`config.mk`:
```
export PLATFORM = sky130hd
export DESIGN_NAME = icache_ctrl
export DESIGN_NICKNAME = d
export VERILOG_FILES = /design/src/verilog/icache_pkg.sv /design/src/verilog/icache_ctrl.sv
export VERILOG_INCLUDE_DIRS = /design/src /design/src/verilog
export SDC_FILE = /design/constraint.sdc
export NUM_CORES = 1
export LEC_CHECK = 0
export BUFFER_PORTS_ARGS = -buffer_cell sky130_fd_sc_hd__buf_4
export CORE_AREA = 2 2 268 270
export DETAILED_ROUTE_END_ITERATION = 8
export DIE_AREA = 0 0 270 272
export PLACE_DENSITY = 0.33
export SETUP_SLACK_MARGIN = 0.2
export SLEW_MARGIN = 25
export SYNTH_ARGS = -nofsm -noshare
export SYNTH_HDL_FRONTEND = slang
export SYNTH_SLANG_ARGS = --single-unit
```
`constraint.sdc`:
```
create_clock -name clk -period 2.75 [get_ports clk]
set_input_delay 0.55 -clock clk [delete_from_list [all_inputs] [get_ports clk]]
set_output_delay 0.55 -clock clk [all_outputs]
set_load 0.02 [all_outputs]
```
`src/verilog/icache_defs.svh`:
```
`ifndef ICACHE_DEFS_SVH
`define ICACHE_DEFS_SVH

// Address split of a fetch address
`define ICACHE_ADDR_W   32
`define ICACHE_WORD_W   32
`define ICACHE_OFFSET_W 4
`define ICACHE_INDEX_W  4
`define ICACHE_TAG_W    24

// Cache geometry
`define ICACHE_WORDS    4
`define ICACHE_WAYS     2
`define ICACHE_SETS     16

`endif
```
`src/verilog/icache_pkg.sv`:
```
`include "icache_defs.svh"

package icache_pkg;

    typedef logic [`ICACHE_TAG_W-1:0] icache_tag_t;

    typedef struct packed {
        icache_tag_t                  tag;
        logic [`ICACHE_INDEX_W-1:0]   index;
        logic [`ICACHE_OFFSET_W-1:0]  offset;
    } icache_addr_t;

    // Word 0 sits in the low bits
    typedef logic [`ICACHE_WORDS-1:0][`ICACHE_WORD_W-1:0] icache_line_t;

    typedef struct packed {
        icache_addr_t addr;
    } icache_req_t;

    typedef struct packed {
        logic [`ICACHE_WORD_W-1:0] data;
    } icache_resp_t;

    // Line address made of tag and index
    typedef struct packed {
        icache_tag_t                tag;
        logic [`ICACHE_INDEX_W-1:0] index;
    } mem_req_t;

    typedef struct packed {
        icache_line_t line;
    } mem_resp_t;

    // Write command from the controller to the tag array
    typedef struct packed {
        logic [`ICACHE_INDEX_W-1:0] index;
        icache_tag_t                tag;
        logic [`ICACHE_WAYS-1:0]    we;
        logic [`ICACHE_WAYS-1:0]    inval;
        logic                       init;
    } tagv_wr_t;

endpackage

```
`src/verilog/icache_ctrl.sv`:
```
`timescale 1ns/1ps
`include "icache_defs.svh"

module icache_ctrl
    import icache_pkg::*;
(
    input  logic                       clk,
    input  logic                       rst_n,
    input  logic                       req_valid,
    output logic                       req_ready,
    input  icache_req_t                req,
    output logic                       resp_valid,
    input  logic                       resp_ready,
    output icache_resp_t               resp,
    output logic                       mem_req_valid,
    input  logic                       mem_req_ready,
    output mem_req_t                   mem_req,
    input  logic                       mem_resp_valid,
    input  mem_resp_t                  mem_resp,
    input  logic                       flush,
    output logic [`ICACHE_INDEX_W-1:0] tag_raddr,
    output icache_tag_t                cmp_tag,
    output tagv_wr_t                   tagv_wr,
    input  logic [`ICACHE_WAYS-1:0]    hit,
    output logic [`ICACHE_INDEX_W-1:0] lru_index,
    output logic                       lru_touch,
    output logic                       lru_touch_way,
    input  logic                       victim,
    output logic [`ICACHE_INDEX_W-1:0] data_raddr,
    output logic [`ICACHE_WAYS-1:0]    data_we,
    output icache_line_t               line_wdata,
    input  icache_line_t               line_rdata0,
    input  icache_line_t               line_rdata1
);

    localparam int WSEL_W = $clog2(`ICACHE_WORDS);

    typedef enum logic [2:0] {
        INIT,
        IDLE,
        LOOKUP,
        MISS,
        REFILL,
        RESP
    } state_t;

    state_t                     state;
    state_t                     state_d;
    logic [`ICACHE_INDEX_W-1:0] init_cnt;
    icache_addr_t               req_q;
    icache_resp_t               resp_q;
    icache_resp_t               resp_d;
    icache_line_t               hit_line;
    logic [WSEL_W-1:0]          wsel;

    ////////////////////////////////
    // State and request buffer
    ////////////////////////////////

    always_ff @(posedge clk) begin
        if (!rst_n) begin
            state    <= INIT;
            init_cnt <= '0;
        end else begin
            state <= state_d;
            if (state == INIT) begin
                init_cnt <= init_cnt + 1'b1;
            end
        end
    end

    // Payload registers
    always_ff @(posedge clk) begin
        if (req_valid && req_ready) begin
            req_q <= req.addr;
        end
        if (state_d == RESP && state != RESP) begin
            resp_q <= resp_d;
        end
    end

    assign req_ready     = (state == IDLE) && !flush;
    assign resp_valid    = (state == RESP);
    assign resp          = resp_q;
    assign mem_req_valid = (state == MISS);
    assign mem_req       = '{tag: req_q.tag, index: req_q.index};

    // Read index goes straight to the RAMs on acceptance
    assign tag_raddr  = req.addr.index;
    assign data_raddr = req.addr.index;
    assign cmp_tag    = req_q.tag;
    assign lru_index  = req_q.index;
    assign line_wdata = mem_resp.line;

    assign wsel     = req_q.offset[`ICACHE_OFFSET_W-1 -: WSEL_W];
    assign hit_line = hit[1] ? line_rdata1 : line_rdata0;

    ////////////////////////////////
    // Next state and commands
    ////////////////////////////////

    always_comb begin
        state_d       = state;
        tagv_wr.index = (state == INIT) ? init_cnt : req_q.index;
        tagv_wr.tag   = req_q.tag;
        tagv_wr.we    = '0;
        tagv_wr.inval = '0;
        tagv_wr.init  = (state == INIT);
        data_we       = '0;
        lru_touch     = 1'b0;
        lru_touch_way = victim;
        resp_d.data   = mem_resp.line[wsel];
        case (state)
            INIT: begin
                if (init_cnt == `ICACHE_INDEX_W'(`ICACHE_SETS - 1)) begin
                    state_d = IDLE;
                end
            end
            IDLE: begin
                if (req_valid && req_ready) begin
                    state_d = LOOKUP;
                end
            end
            LOOKUP: begin
                if (|hit) begin
                    resp_d.data   = hit_line[wsel];
                    lru_touch     = 1'b1;
                    lru_touch_way = hit[1];
                    state_d       = RESP;
                end else begin
                    // Victim stays invalid until the refill lands
                    tagv_wr.inval[victim] = 1'b1;
                    state_d               = MISS;
                end
            end
            MISS: begin
                if (mem_req_ready) begin
                    state_d = REFILL;
                end
            end
            REFILL: begin
                if (mem_resp_valid) begin
                    tagv_wr.we[victim] = 1'b1;
                    data_we[victim]    = 1'b1;
                    lru_touch          = 1'b1;
                    state_d            = RESP;
                end
            end
            RESP: begin
                if (resp_ready) begin
                    state_d = IDLE;
                end
            end
            default: begin
                state_d = INIT;
            end
        endcase
    end

    a_resp_stable: assert property (@(posedge clk) disable iff (!rst_n)
        resp_valid && !resp_ready |=> resp_valid && $stable(resp));

    a_mem_req_stable: assert property (@(posedge clk) disable iff (!rst_n)
        mem_req_valid && !mem_req_ready |=> mem_req_valid && $stable(mem_req));

    // A line lives in at most one way
    a_hit_onehot: assert property (@(posedge clk) disable iff (!rst_n)
        state == LOOKUP |-> !(&hit));

endmodule

```
# Word level (Yosys, flattened, before mapping)
# Cells that the tools add are included.
[classes] addsub=1 order_cmp=3 n_eq_ne=8 muxes=26 reduce_logical=7
[op_table] operator="binary-select mux 32 bit (select 2 bit)" n=2
[op_table] operator="2-to-1 mux 128 bit" n=1
[op_table] operator="2-to-1 mux 32 bit" n=4
[op_table] operator="2-to-1 mux 3 bit" n=6
[op_table] operator="one-hot mux 3 bit (6 select lines)" n=1
[op_table] operator="== test 3 bit (second input constant)" n=3
[op_table] operator="2-to-1 mux 2 bit" n=4
[op_table] operator="== test 3 x 2 -> 1 bit (second input constant)" n=2
[op_table] operator="2-to-1 mux 1 bit" n=5
[op_table] operator="adder 4 x 1 -> 4 bit (second input constant)" n=1
[op_table] operator="== test 4 bit (second input constant)" n=1
[op_table] operator="logical AND 1 bit" n=4
[op_table] operator="2-to-1 mux 4 bit" n=1
[op_table] operator="== test 3 x 1 -> 1 bit (second input constant)" n=1
[op_table] operator="logical NOT 3 bit" n=1
[op_table] operator="< comparator 2 x 3 -> 1 bit (second input constant)" n=1
[op_table] operator="inequality test 3 bit (second input constant)" n=1
[op_table] operator="< comparator 1 x 2 -> 1 bit (second input constant)" n=1
[op_table] operator="one-hot mux 1 bit (2 select lines)" n=1
[op_table] operator="OR reduction 2 bit" n=1
[op_table] operator="demux 1 bit (select 1 bit)" n=1
[op_table] operator="greater-or-equal comparator 1 bit (second input constant)" n=1
[op_table] operator="logical NOT 1 bit" n=1
[word_totals] register_bits=71 input_bits=426 output_inout_bits=264 word_cells=51

# Logic depth before layout (Yosys ltp)
# Gate-level depths: netlist of the first run.
[depth] word_depth=7 depth_mapped=6

# Worst setup path before layout of the first run
# Ideal clock, no wire load.
[synth_path] path_kind="register to register" from="register state[0]" to="register req_q, in the netlist cmp_tag[0], enable pin" arrival_ns=2.251 path_slack_ns=0.081 path_stages_with_launch=4 path_cell_list="dfxtp_1 > buf_2 > or3b_1 > nor2_1"
[synth_between] elab_chain_len=3
[synth_lines] item="start, declared" line="icache_ctrl.sv:47" text="state_t state;"
[synth_lines] item="start signal, assigned" line="icache_ctrl.sv:65" text="state <= state_d;"
[synth_lines] item="== test 3 x 1 -> 1 bit" line="icache_ctrl.sv:82" text="assign req_ready = (state == IDLE) && !flush;"
[synth_lines] item="logical AND 1 bit" line="icache_ctrl.sv:82"
[synth_lines] item="logical AND 1 bit" line="icache_ctrl.sv:74" text="if (req_valid && req_ready) begin"
[synth_lines] item="end signal, assigned" line="icache_ctrl.sv:75" text="req_q <= req.addr;"
[synth_lines] item="end, declared" line="icache_ctrl.sv:50" text="icache_addr_t req_q;"
# No other way between the ends.
# A chain may end at the register's enable or synchronous reset.

==> metrics.md, run 1 <==
| Metric | Value |
|---|---|
| GRT Resource Usage Total | `11.3%` |
| Fmax achieved | `around 420 MHz` |
| Die Wd | `between 200 and 300 µm` |
| WP data arrival | `1.85 ns` |
| Family with the most delay on the worst path | `simple AND/OR/NAND/NOR gates` |
| CTS resizes | `0` |
| Post-synth ARST share | `0%` |
| Minimum clock period | `2.40 ns` |
| CP max-delay cell | `nor3_4` |
| Post-CTS Setup Bufs | `0` |
| First-pass GRT wire length | `57.7 mm` |
| Buf+Inv Stages, Crit Path | `1` |
| DP Worst Slack | `between 0.2 and 0.3 ns` |
| Routed WL per cell | `~21 µm` |
| Startpoint types | `flop` |
| Outcome | `finished, final reports clean` |
| Vias in the first global route | `7552` |
| CTS tree | `built` |
| Number of buffers created by CTS | `9` |
| Top cell type's share of synthesized area | `25.6%` |
| Root buffer cell | `clkbuf_16` |
| Synth Warn # | `0` |
| H-tree lvl count | `3` |
| Post-synth EDFFs | `62` |
| CORE AREA | `between 70000 and 80000 µm²` |
| TNS Setup | `0 ns` |
| DRC | `0` |
| Worst-Margin Slew | `roughly 0.83 ns` |
| IO Count | `690` |
| Total wire length | `43.9 mm` |
| Avg Inst Size Synth | `10.7 µm²` |
| Slowest Stage Delay on Critical Path | `0.46 ns` |
| Layout cells sized above 1 | `between 70 and 80%` |
| Clock buffer depth | `2` |
| Final worst slack | `0.354 ns` |
| Die Y | `272 µm` |
| Flops & latches, synth | `69` |
| Largest area contributor in the netlist | `edfxtp_1` |
| Vias per cell | `between 3 and 4` |
| Largest net degree at the start of global routing | `61` |
| Max cap viols | `0` |
| IO Port Bufs | `approximately 690` |
| Final count of hold timing violations | `0` |
| Critical path cell sequence | `nor3_4 -> mux2_2 -> buf_4` |
| CTS Hold Buffers Added | `0` |
| Count of different cell masters after synthesis | `slightly above 40` |
| Util after Layout | `around 17%` |
| Initial antenna violation count | `6` |
| Nets | `1568` |
| 1st-iter DRT viols | `235` |
| Period utilisation layout | `87.1%` |
| Sequential area share after synthesis | `between 20% and 30%` |
| Mapped cell area | `7280 µm²` |
| DP Area | `about 12000 µm²` |
| Crit-path max FO | `12` |
| Placer Congestion | `0.864` |
| Cells after Synth | `681` |
| Total grt overflow | `0` |
| WHS | `0.344 ns` |
| Min-delay worst type | `in -> reg` |
| Total die area | `about 73000 µm²` |
| Row count | `98` |
| RSZ-0062 raised after global routing | `no` |
| Peak supply drop | `0.295 mV` |
| Clk_skew | `~0.014 ns` |
| Clock slew at reported path FFs | `0.08 ns` |
| Most used flip-flop cell after synthesis | `edfxtp_1` |
| Mapped Nets | `about 1100` |
| Clock sinks | `69` |
| Initial Util | `10.3%` |
| Vias after detailed routing | `7150` |
| Antenna viol nets, final | `0` |
| Post-DP HPWL | `35.8 mm` |
| Clk_lat worst skew | `0.38 ns` |
| Slew margin rel. | `44.4%` |
| Top cells by area, synth | `edfxtp_1, buf_4, mux2_2, mux4_2, mux2i_1` |
| Crit end category | `primary output` |
| Pleak | `roughly 5.5 nW` |
| Final setup fails | `0` |
| Critical path class | `reg -> out` |
| Final Cell Area | `12300 µm²` |
| CP Data Required Time | `2.20 ns` |
| Fin. max-slew vios | `0` |
| Pre-antenna DRT Iters | `4` |
| Power density cells | `297 nW/µm²` |
| Layout Area Growth over Synthesis | `69.4%` |
==> metrics by stage <==
step                power, W  instances
floorplan            0.00176        681
global placement     0.00240       2080
detailed placement   0.00240       2080
CTS                  0.00380       2096
global route         0.00386       2097
finish               0.00366       2098
==> sequential cells by signal, indices dropped and copies added, names as in the netlist <==
name,cells
resp,32
cmp_tag,24
init_cnt,4
lru_index,4
state,3
req_q,2
==> path summary, 6_finish.rpt <==
path	end	slack, ns	startpoint	cells after the start
worst min register to register	init_cnt[3]$_SDFFE_PN0P_	0.53	init_cnt[3]$_SDFFE_PN0P_	2
worst min-delay path	cmp_tag[2]$_DFFE_PP_	0.34	req[10]	1
worst max register to register	resp[30]$_DFFE_PP_	0.60	state[1]$_SDFF_PN0_	3
worst max-delay path	tagv_wr[29]	0.35	state[0]$_SDFF_PN0_	3
==> report_power, final <==
part | switching [W] | internal [W]
Clock | 0.000598 | 0.000699
Combinational | 0.000502 | 0.000710
Sequential | 0.00000463 | 0.00114
==> metal layers <==
| metal | part of all wire [%] | global-route usage [%] |
|---|---|---|
| met4 | 2.4 | 4.15 |
| met3 | 6.5 | 2.61 |
| met2 | 52 | 20.9 |
| met1 | 39 | 12.7 |
| met5 | 0 | 0 |
==> cells in the final DEF, fill, tap and decap left out, drive strengths merged, types with 4 or more instances in the layout <==
cell type / count
buf: 715
mux2: 67
mux2i: 66
edfxtp: 62
o21ai: 35
o22ai: 32
a22o: 32
mux4: 32
o31ai: 32
nor2: 10
clkbuf: 9
dfxtp: 7
nand2: 6
clkinv: 4
==> cell families after synthesis <==
family                     share of synthesized area, %
buffers and inverters                              26.6
muxes                                              29.3
AOI/OAI and AO/OA                                  13.1
DFF                                                27.5
and+or+nand+nor                                    3.09
xor gates and xnor gates                          0.241
adders and majority gates                         0.172
==> Yosys cell counts (2+ instances only) <==
cell	count
mux4_2	32
nand2_1	6
nand2b_1	3
nor2_1	10
xnor2_1	2
o31ai_1	32
nor2b_1	2
a31oi_1	2
clkbuf_1	19
a22o_1	32
inv_1	3
and3_1	2
mux2i_1	66
a21oi_1	3
dfxtp_1	7
buf_2	13
and3b_1	2
mux2_2	67
o21ai_1	3
edfxtp_1	62
buf_6	8
o22ai_1	32
o21ai_0	31
buf_4	225
==> area by class of cell <==
class | instances | area [µm²]
clock buffers | 9 | 225
inverters | 3 | 11.3
diodes | 2 | 5.00
flip-flops and latches | 69 | 2000
well taps | 950 | 1190
clock inverters | 7 | 66.3
fillers | 7890 | 58400
multi-input cells | 343 | 3390
repair buffers | 715 | 5450
Power figures use the tool's default switching activity.
==> run 2: changes to the inputs <==
--- a/config.mk
+++ b/config.mk
@@ -6,11 +6,12 @@
 export SDC_FILE = /design/constraint.sdc
 export NUM_CORES = 1
 export LEC_CHECK = 0
+export ABC_AREA = 1
 export BUFFER_PORTS_ARGS = -buffer_cell sky130_fd_sc_hd__buf_4
-export CORE_AREA = 2 2 268 270
+export CORE_AREA = 2 2 266 268
 export DETAILED_ROUTE_END_ITERATION = 8
-export DIE_AREA = 0 0 270 272
-export PLACE_DENSITY = 0.33
+export DIE_AREA = 0 0 268 270
+export PLACE_DENSITY = 0.34
 export SETUP_SLACK_MARGIN = 0.2
 export SLEW_MARGIN = 25
 export SYNTH_ARGS = -nofsm -noshare
==> metrics.md, run 2 <==
| Metric | Value |
|---|---|
| Outcome | `finished, final reports clean` |
| CP Data Required Time | `2.20 ns (about the same)` |
| Avg Inst Size Synth | `6.20 µm² (-42%)` |
| Min-delay worst type | `in -> reg` |
| Crit end category | `primary output` |
| Vias after detailed routing | `9593 (+34%)` |
| Die Wd | `268 µm (-0.74%)` |
| Final worst slack | `0.442 ns (+0.0886 ns)` |
| Flops & latches, synth | `69 (unchanged)` |
| Final setup fails | `0 (unchanged)` |
| DP Worst Slack | `0.429 ns (+0.146 ns)` |
| R2R Path End | `resp[24]$_DFFE_PP_` |
| Number of buffers created by CTS | `9 (unchanged)` |
| Total grt overflow | `0 (unchanged)` |
| Worst hold start | `req[30]` |
| Most common cell after layout, fill and taps aside | `buf_4` |
| Flop2flop setup slack | `0.82 ns (+0.22 ns)` |
| Buf+Inv Stages, Crit Path | `3 (+2)` |
| Synth Warn # | `0 (unchanged)` |
| Most used flip-flop cell after synthesis | `edfxtp_1` |
| Pint | `0.00276 W (+7.9%)` |
| Largest net degree at the start of global routing | `103 (+69%)` |
| DP Area | `12500 µm² (+3.6%)` |
| Placer Congestion | `0.813 (-5.9%)` |
| CTS Hold Buffers Added | `0 (unchanged)` |
| Vias per cell | `3.63 (+6.5%)` |
| Final count of hold timing violations | `0 (unchanged)` |
| Mapped cell area | `7830 µm² (+7.6%)` |
| Hold worst-path end | `cmp_tag[22]$_DFFE_PP_` |
| Crit-path max FO | `13 (+1)` |
| NetSw | `0.00146 W (+32%)` |
| Vias in the first global route | `9712 (+29%)` |
| RSZ-0062 raised after global routing | `no` |
| Layout cells sized above 1 | `43.5% (-30 points)` |
| Post-CTS Setup Bufs | `0 (unchanged)` |
| Cells after Synth | `1264 (+86%)` |
| Max reg flops | `32 (unchanged)` |
| Top cell type's share of synthesized area | `23.8% (-1.8 points)` |
| Most frequent cell after synthesis | `nand2_1` |
| Combinational group share of total power | `36.9% (+3.8 points)` |
| CP max-delay cell | `dfxtp_1` |
| Total die area | `72400 µm² (-1.5%)` |
| Commonest non-fill, non-tap cells in the layout | `buf_4, nand2_1, nand3_1` |
| IO Count | `690 (unchanged)` |
| Worst-Margin Slew | `0.566 ns (-0.265 ns)` |
| Sw Share | `34.6% (+4.4 points)` |
| Startpoint types | `flop` |
| Post-DP HPWL | `36.2 mm (+1.2%)` |
| H-tree lvl count | `3 (unchanged)` |
| Post-synth ARST share | `0% (unchanged)` |
| Slowest Stage Delay on Critical Path | `0.43 ns (-0.03 ns)` |
| Initial antenna violation count | `0 (-6)` |
| Root buffer cell | `clkbuf_16` |
| Antenna viol nets, final | `0 (unchanged)` |
| First-pass GRT wire length | `62.4 mm (+8.3%)` |
| CTS resizes | `0 (unchanged)` |
| Worst hold stages | `1 (unchanged)` |
| Clock sinks | `69 (unchanged)` |
| Routed WL per cell | `16.9 µm (-19%)` |
| Top cells by area, synth | `edfxtp_1, buf_4, nand2_1, nand3_1, nor2_1` |
| CORE AREA | `69500 µm² (-1.7%)` |
| Post-synth EDFFs | `62 (unchanged)` |
| Critical path cell sequence | `inv_1 -> nand2_1 -> inv_1 -> nor2_1 -> nor2_1 -> buf_4` |
| Largest area contributor in the netlist | `edfxtp_1` |
| Final Cell Area | `12800 µm² (+3.8%)` |
| Critical path class | `reg -> out` |
| Pleak | `6.43 nW (+17%)` |
| Clk_skew | `0.0158 ns (+0.00219 ns)` |
| Fmax achieved | `433 MHz (+3.8%)` |
| R2r startpoint | `req_q[2]$_DFFE_PP_` |
| Initial Util | `11.3% (+0.97 points)` |
| Clk_lat worst skew | `0.38 ns (about the same)` |
| Die Y | `270 µm (-0.74%)` |
| DRC | `0 (unchanged)` |
| Peak supply drop | `0.262 mV (-11%)` |
| Clock slew at reported path FFs | `0.07 ns (about the same)` |
| Mapped Nets | `1691 (+53%)` |
| 1st-iter DRT viols | `418 (+78%)` |
| Slew margin rel. | `62.3% (+18 points)` |
| TNS Setup | `0 ns (unchanged)` |
| Max cap viols | `0 (unchanged)` |
| Worst reg-to-reg path cell count | `7 (+4)` |
| Minimum clock period | `2.31 ns (-0.0886 ns)` |
| GRT Resource Usage Total | `11.8% (+0.43 points)` |
| Row count | `97 (-1.0%)` |
| Layout Area Growth over Synthesis | `63.4%` |
| Seq pwr share | `28.8% (-2.6 points)` |
| Family with the most delay on the worst path | `simple AND/OR/NAND/NOR gates` |
| WP data arrival | `1.76 ns (-0.09 ns)` |
| Clock buffer depth | `2 (unchanged)` |
| Power density cells | `329 nW/µm² (+11%)` |
| Clk pwr share | `34.3% (-1.2 points)` |
| Pre-antenna DRT Iters | `4 (unchanged)` |
| Sequential area share after synthesis | `25.6% (-1.9 points)` |
| Fin. max-slew vios | `0 (unchanged)` |
| Number of cells on the critical path | `6 (+3)` |
| CTS tree | `built` |
| Period utilisation layout | `83.9% (-3.2 points)` |
| Count of different cell masters after synthesis | `20 (-51%)` |
| IO Port Bufs | `687 (unchanged)` |
| Nets | `2124 (+35%)` |
| Total wire length | `44.8 mm (+2.0%)` |
| Most frequent cells after synthesis | `nand2_1, buf_4, nand3_1` |
## run 2: changes by cell type after synthesis, sizes merged, moves of 32 or more
| cell | delta |
|---|---|
| a22o | -32 |
| mux4 | -32 |
| o31ai | -32 |
| o21ai | +61 |
| mux2i | -66 |
| nand2 | +375 |
| mux2 | -67 |
| inv | +76 |
| nand3 | +157 |
| nor2 | +141 |
## run 2: worst max-delay path by stage
stage / start / to
after floorplan: req_valid / cmp_tag[0]$_DFFE_PP_
after global placement: hit[1] / tagv_wr[2]
after detailed placement: hit[1] / resp[30]$_DFFE_PP_
after CTS: state[2]$_SDFF_PN0_ / tagv_wr[29]
after global routing: state[0]$_SDFF_PN0_ / tagv_wr[30]
final: state[2]$_SDFF_PN0_ / tagv_wr[29]
## run 2: cells by family (layout without fill, tap and decap cells)
group / after synthesis / in the layout / synth area share [%]
buffers and inverters: 372 / 810 / 29.6
other: 0 / 2 / 0
AOI/OAI and AO/OA: 127 / 127 / 8.55
adders and majority gates: 1 / 1 / 0.160
and+or+nand+nor: 695 / 695 / 36.1
DFF: 69 / 69 / 25.6
## run 2: per-layer routing
layer,wire [µm],global-route usage [%]
met5,0,0
met1,17400,13.1
met2,23000,21.8
met4,974,3.94
met3,3450,2.63
## run 2: final cells by class
type / instances / area (µm²)
antenna: 2 / 5.00
inverter: 79 / 304
timing repair buffer: 715 / 5460
clock inverter: 7 / 105
fill: 8068 / 56700
multi-input combinational: 823 / 3530
sequential: 69 / 2000
clock buffer: 9 / 225
tap: 940 / 1180
## run 2: power by group through the flow
stage               logic, W  clock network (W)  registers (W)
floorplan           0.000805                  0        0.00124
global placement     0.00158                  0        0.00124
detailed placement   0.00158                  0        0.00124
CTS                  0.00158            0.00156        0.00121
global route         0.00170            0.00157        0.00122
finish               0.00155            0.00145        0.00121
## run 2: stage by stage
stage	hold slack, ns	util (%)	power [W]	instances
2_1_floorplan	0.475	-	0.00205	1264
3_3_place_gp	0.498	17.9	0.00281	2626
3_5_place_dp	0.503	17.9	0.00282	2626
4_1_cts	0.308	18.4	0.00435	2642
5_1_grt	0.325	18.4	0.00448	2642
6_report	0.352	18.4	0.00421	2644
## run 2: worst register-to-register path, stage by stage (launching register included)
cell	delay, ns
edfxtp_1	0.49
inv_6	0.36
buf_4	0.40
nor2_1	0.09
o21ai_1	0.07
nand3_1	0.08
nand3_1	0.14
nand2_1	0.06
==> run 3: changes to the inputs <==
==> constraint.sdc (replaced) <==
create_clock -name clk -period 2.1 [get_ports clk]
set_input_delay 0.42 -clock clk [delete_from_list [all_inputs] [get_ports clk]]
set_output_delay 0.42 -clock clk [all_outputs]
set_load 0.02 [all_outputs]
==> metrics.md, run 3 (synthesis gave the netlist of run 2 again) <==
| Metric | Value |
|---|---|
| Outcome | `finished, final reports clean` |
| Clk_lat worst skew | `0.38 ns (about the same)` |
| NetSw | `0.00195 W (+34%)` |
| Total wire length | `46.0 mm (+2.8%)` |
| H-tree lvl count | `3 (unchanged)` |
| Total Power Consumption | `0.00564 W (+34%)` |
| First-pass GRT wire length | `64.5 mm (+3.3%)` |
| Clock buffer depth | `2 (unchanged)` |
| Number of buffers created by CTS | `9 (unchanged)` |
| Placer Congestion | `0.823 (+1.2%)` |
| Initial antenna violation count | `0 (unchanged)` |
| DRC | `0 (unchanged)` |
| CP Data Required Time | `1.68 ns (-0.52 ns)` |
| Clock slew at reported path FFs | `0.07 ns (about the same)` |
| Commonest non-fill, non-tap cells in the layout | `buf_4, nand2_1, nand3_1` |
| Critical path cell sequence | `inv_4 -> nor2_4 -> nand2_4 -> nor2_4 -> inv_2 -> nor2_4 -> buf_6` |
| Met1 usage | `13.3% (+0.20 points)` |
| GRT Resource Usage Total | `12.1% (+0.38 points)` |
| Pleak | `6.58 nW (+2.4%)` |
| Period utilisation layout | `88.2%` |
| DP Worst Slack | `-0.0440 ns (-0.473 ns)` |
| 1st-iter DRT viols | `446 (+6.7%)` |
| Initial Util | `11.3% (unchanged)` |
| Min-delay worst type | `in -> reg` |
| Power density cells | `428 nW/µm² (+30%)` |
| Pre-antenna DRT Iters | `6 (+2)` |
| Final count of hold timing violations | `0 (unchanged)` |
| Final worst slack | `0.247 ns (-0.195 ns)` |
| Seq pwr share | `28.2% (-0.6 points)` |
| Vias in the first global route | `9792 (+0.82%)` |
| Flop2flop setup slack | `0.32 ns (-0.50 ns)` |
| Layout Area Growth over Synthesis | `68.0%` |
| Pint | `0.00369 W (+34%)` |
| Peak supply drop | `0.382 mV (+46%)` |
| CORE AREA | `69500 µm² (unchanged)` |
| Clk pwr share | `33.6% (-0.7 points)` |
| Vias after detailed routing | `9600 (+0.073%)` |
| Crit end category | `primary output` |
| Largest net degree at the start of global routing | `103 (unchanged)` |
| Clk_skew | `0.0110 ns (-0.00482 ns)` |
| Family with the most delay on the worst path | `simple AND/OR/NAND/NOR gates` |
| Fmax achieved | `540 MHz` |
| Total die area | `72400 µm² (unchanged)` |
| # diodes | `0 (-2)` |
| Die Wd | `268 µm (unchanged)` |
| Final Cell Area | `13200 µm² (+2.8%)` |
| Fin. max-slew vios | `0 (unchanged)` |
| Startpoint types | `flop` |
| WP data arrival | `1.43 ns (-0.33 ns)` |
| Placed Cells incl. Taps | `2635 (+0.34%)` |
| DP Area | `12600 µm² (+1.0%)` |
| Total grt overflow | `0 (unchanged)` |
| IO Count | `690 (unchanged)` |
| GR met2 Demand/Resource | `23.2% (+1.4 points)` |
| Worst-Margin Slew | `0.559 ns (-0.00671 ns)` |
| Antenna viol nets, final | `0 (unchanged)` |
| Fin cells | `2663 (+0.72%)` |
| Routed WL per cell | `17.3 µm (+2.0%)` |
| Die Y | `270 µm (unchanged)` |
| Row count | `97 (unchanged)` |
| Final setup fails | `0 (unchanged)` |
| Layout cells sized above 1 | `45.3% (+1.7 points)` |
| M3 GR Usage | `2.98% (+0.35 points)` |
| Sw Share | `34.5% (-0.056 points)` |
| Slew margin rel. | `62.3% (about the same)` |
| CP max-delay cell | `dfxtp_4` |
| Most common cell after layout, fill and taps aside | `buf_4` |
| Combinational group share of total power | `38.2% (+1.3 points)` |
| CTS tree | `built` |
| Cell mode on critical path | `nor2_4` |
| Clock sinks | `69 (unchanged)` |
| Nets | `2145 (+0.99%)` |
| IO Port Bufs | `687 (unchanged)` |
| Root buffer cell | `clkbuf_16` |
| CTS Hold Buffers Added | `0 (unchanged)` |
| Crit-path max FO | `3 (-10)` |
| Minimum clock period | `1.85 ns` |
| RSZ-0062 raised after global routing | `yes` |
| Vias per cell | `3.60 (-0.64%)` |
| Max reg flops | `32 (unchanged)` |
| WHS | `0.217 ns (-0.135 ns)` |
| Layout fillers | `8040 (-0.35%)` |
| Post-DP HPWL | `37.1 mm (+2.3%)` |
| Critical path class | `reg -> out` |
| Max cap viols | `0 (unchanged)` |
| Most Crowded Layer GR | `met2` |
| Buf+Inv Stages, Crit Path | `3 (unchanged)` |
| Slowest Stage Delay on Critical Path | `0.38 ns (-0.05 ns)` |
## run 3: cell types whose count changed in the layout (fill, tap and decap cells not counted), moves of 4 or more
cell / change
buf_4: +8
buf_12: +5
nor2_4: +4
nor2_1: -6
buf_6: +7
## run 3: worst register-to-register path, delay by kind of cell, from the launching register on
family / cells / cell delay (ns)
AO/OA/AOI/OAI: 1 / 0.07
AND/OR/NAND/NOR: 4 / 0.39
buffers and inverters: 2 / 0.63
flip-flops: 1 / 0.45
## run 3: worst paths after layout
kind	to	startpoint	cells past startpoint
max	tagv_wr[1]	state[1]$_SDFF_PN0_	7
min	cmp_tag[22]$_DFFE_PP_	req[30]	1
max reg2reg	resp[4]$_DFFE_PP_	req_q[2]$_DFFE_PP_	7
min reg2reg	init_cnt[3]$_SDFFE_PN0P_	init_cnt[3]$_SDFFE_PN0P_	2
## run 3: per-stage QoR
stage	util (%)	setup TNS [ns]
2_1_floorplan	-	0
3_3_place_gp	18.1	-0.0511
3_5_place_dp	18.1	-0.0440
4_1_cts	18.7	0
5_1_grt	18.9	0
6_report	18.9	0
## run 3: final cells by class
class                           count  area [µm²]  share of cell area, %
Timing Repair Buffer              736        5700                   43.3
Multi-Input combinational cell    823        3610                   27.4
Sequential cell                    69        2010                   15.3
Tap cell                          940        1180                   8.94
Inverter                           79         330                   2.51
Clock buffer                        9         225                   1.71
Clock inverter                      7         106                  0.808
## run 3: per-layer routing
metal / vias to the layer above / part of all wire, %
met4: 0 / 1.4
met3: 24 / 7.4
met2: 459 / 53
met5: - / 0
li1: 4729 / -
met1: 4388 / 39
## run 3: power by group through the flow
stage / clock network, W / logic (W) / registers [W]
floorplan: 0 / 0.00106 / 0.00163
global placement: 0 / 0.00210 / 0.00162
detailed placement: 0 / 0.00210 / 0.00162
CTS: 0.00204 / 0.00213 / 0.00159
global route: 0.00206 / 0.00235 / 0.00160
finish: 0.00189 / 0.00215 / 0.00159
## run 3: repair_timing
item	in CTS	in global routing
resized for setup	23	22
pin swaps	3	8
endpoints found under the setup margin	12	28
buffers inserted	4	7
hold endpoints to repair	0	0
gates cloned	0	1
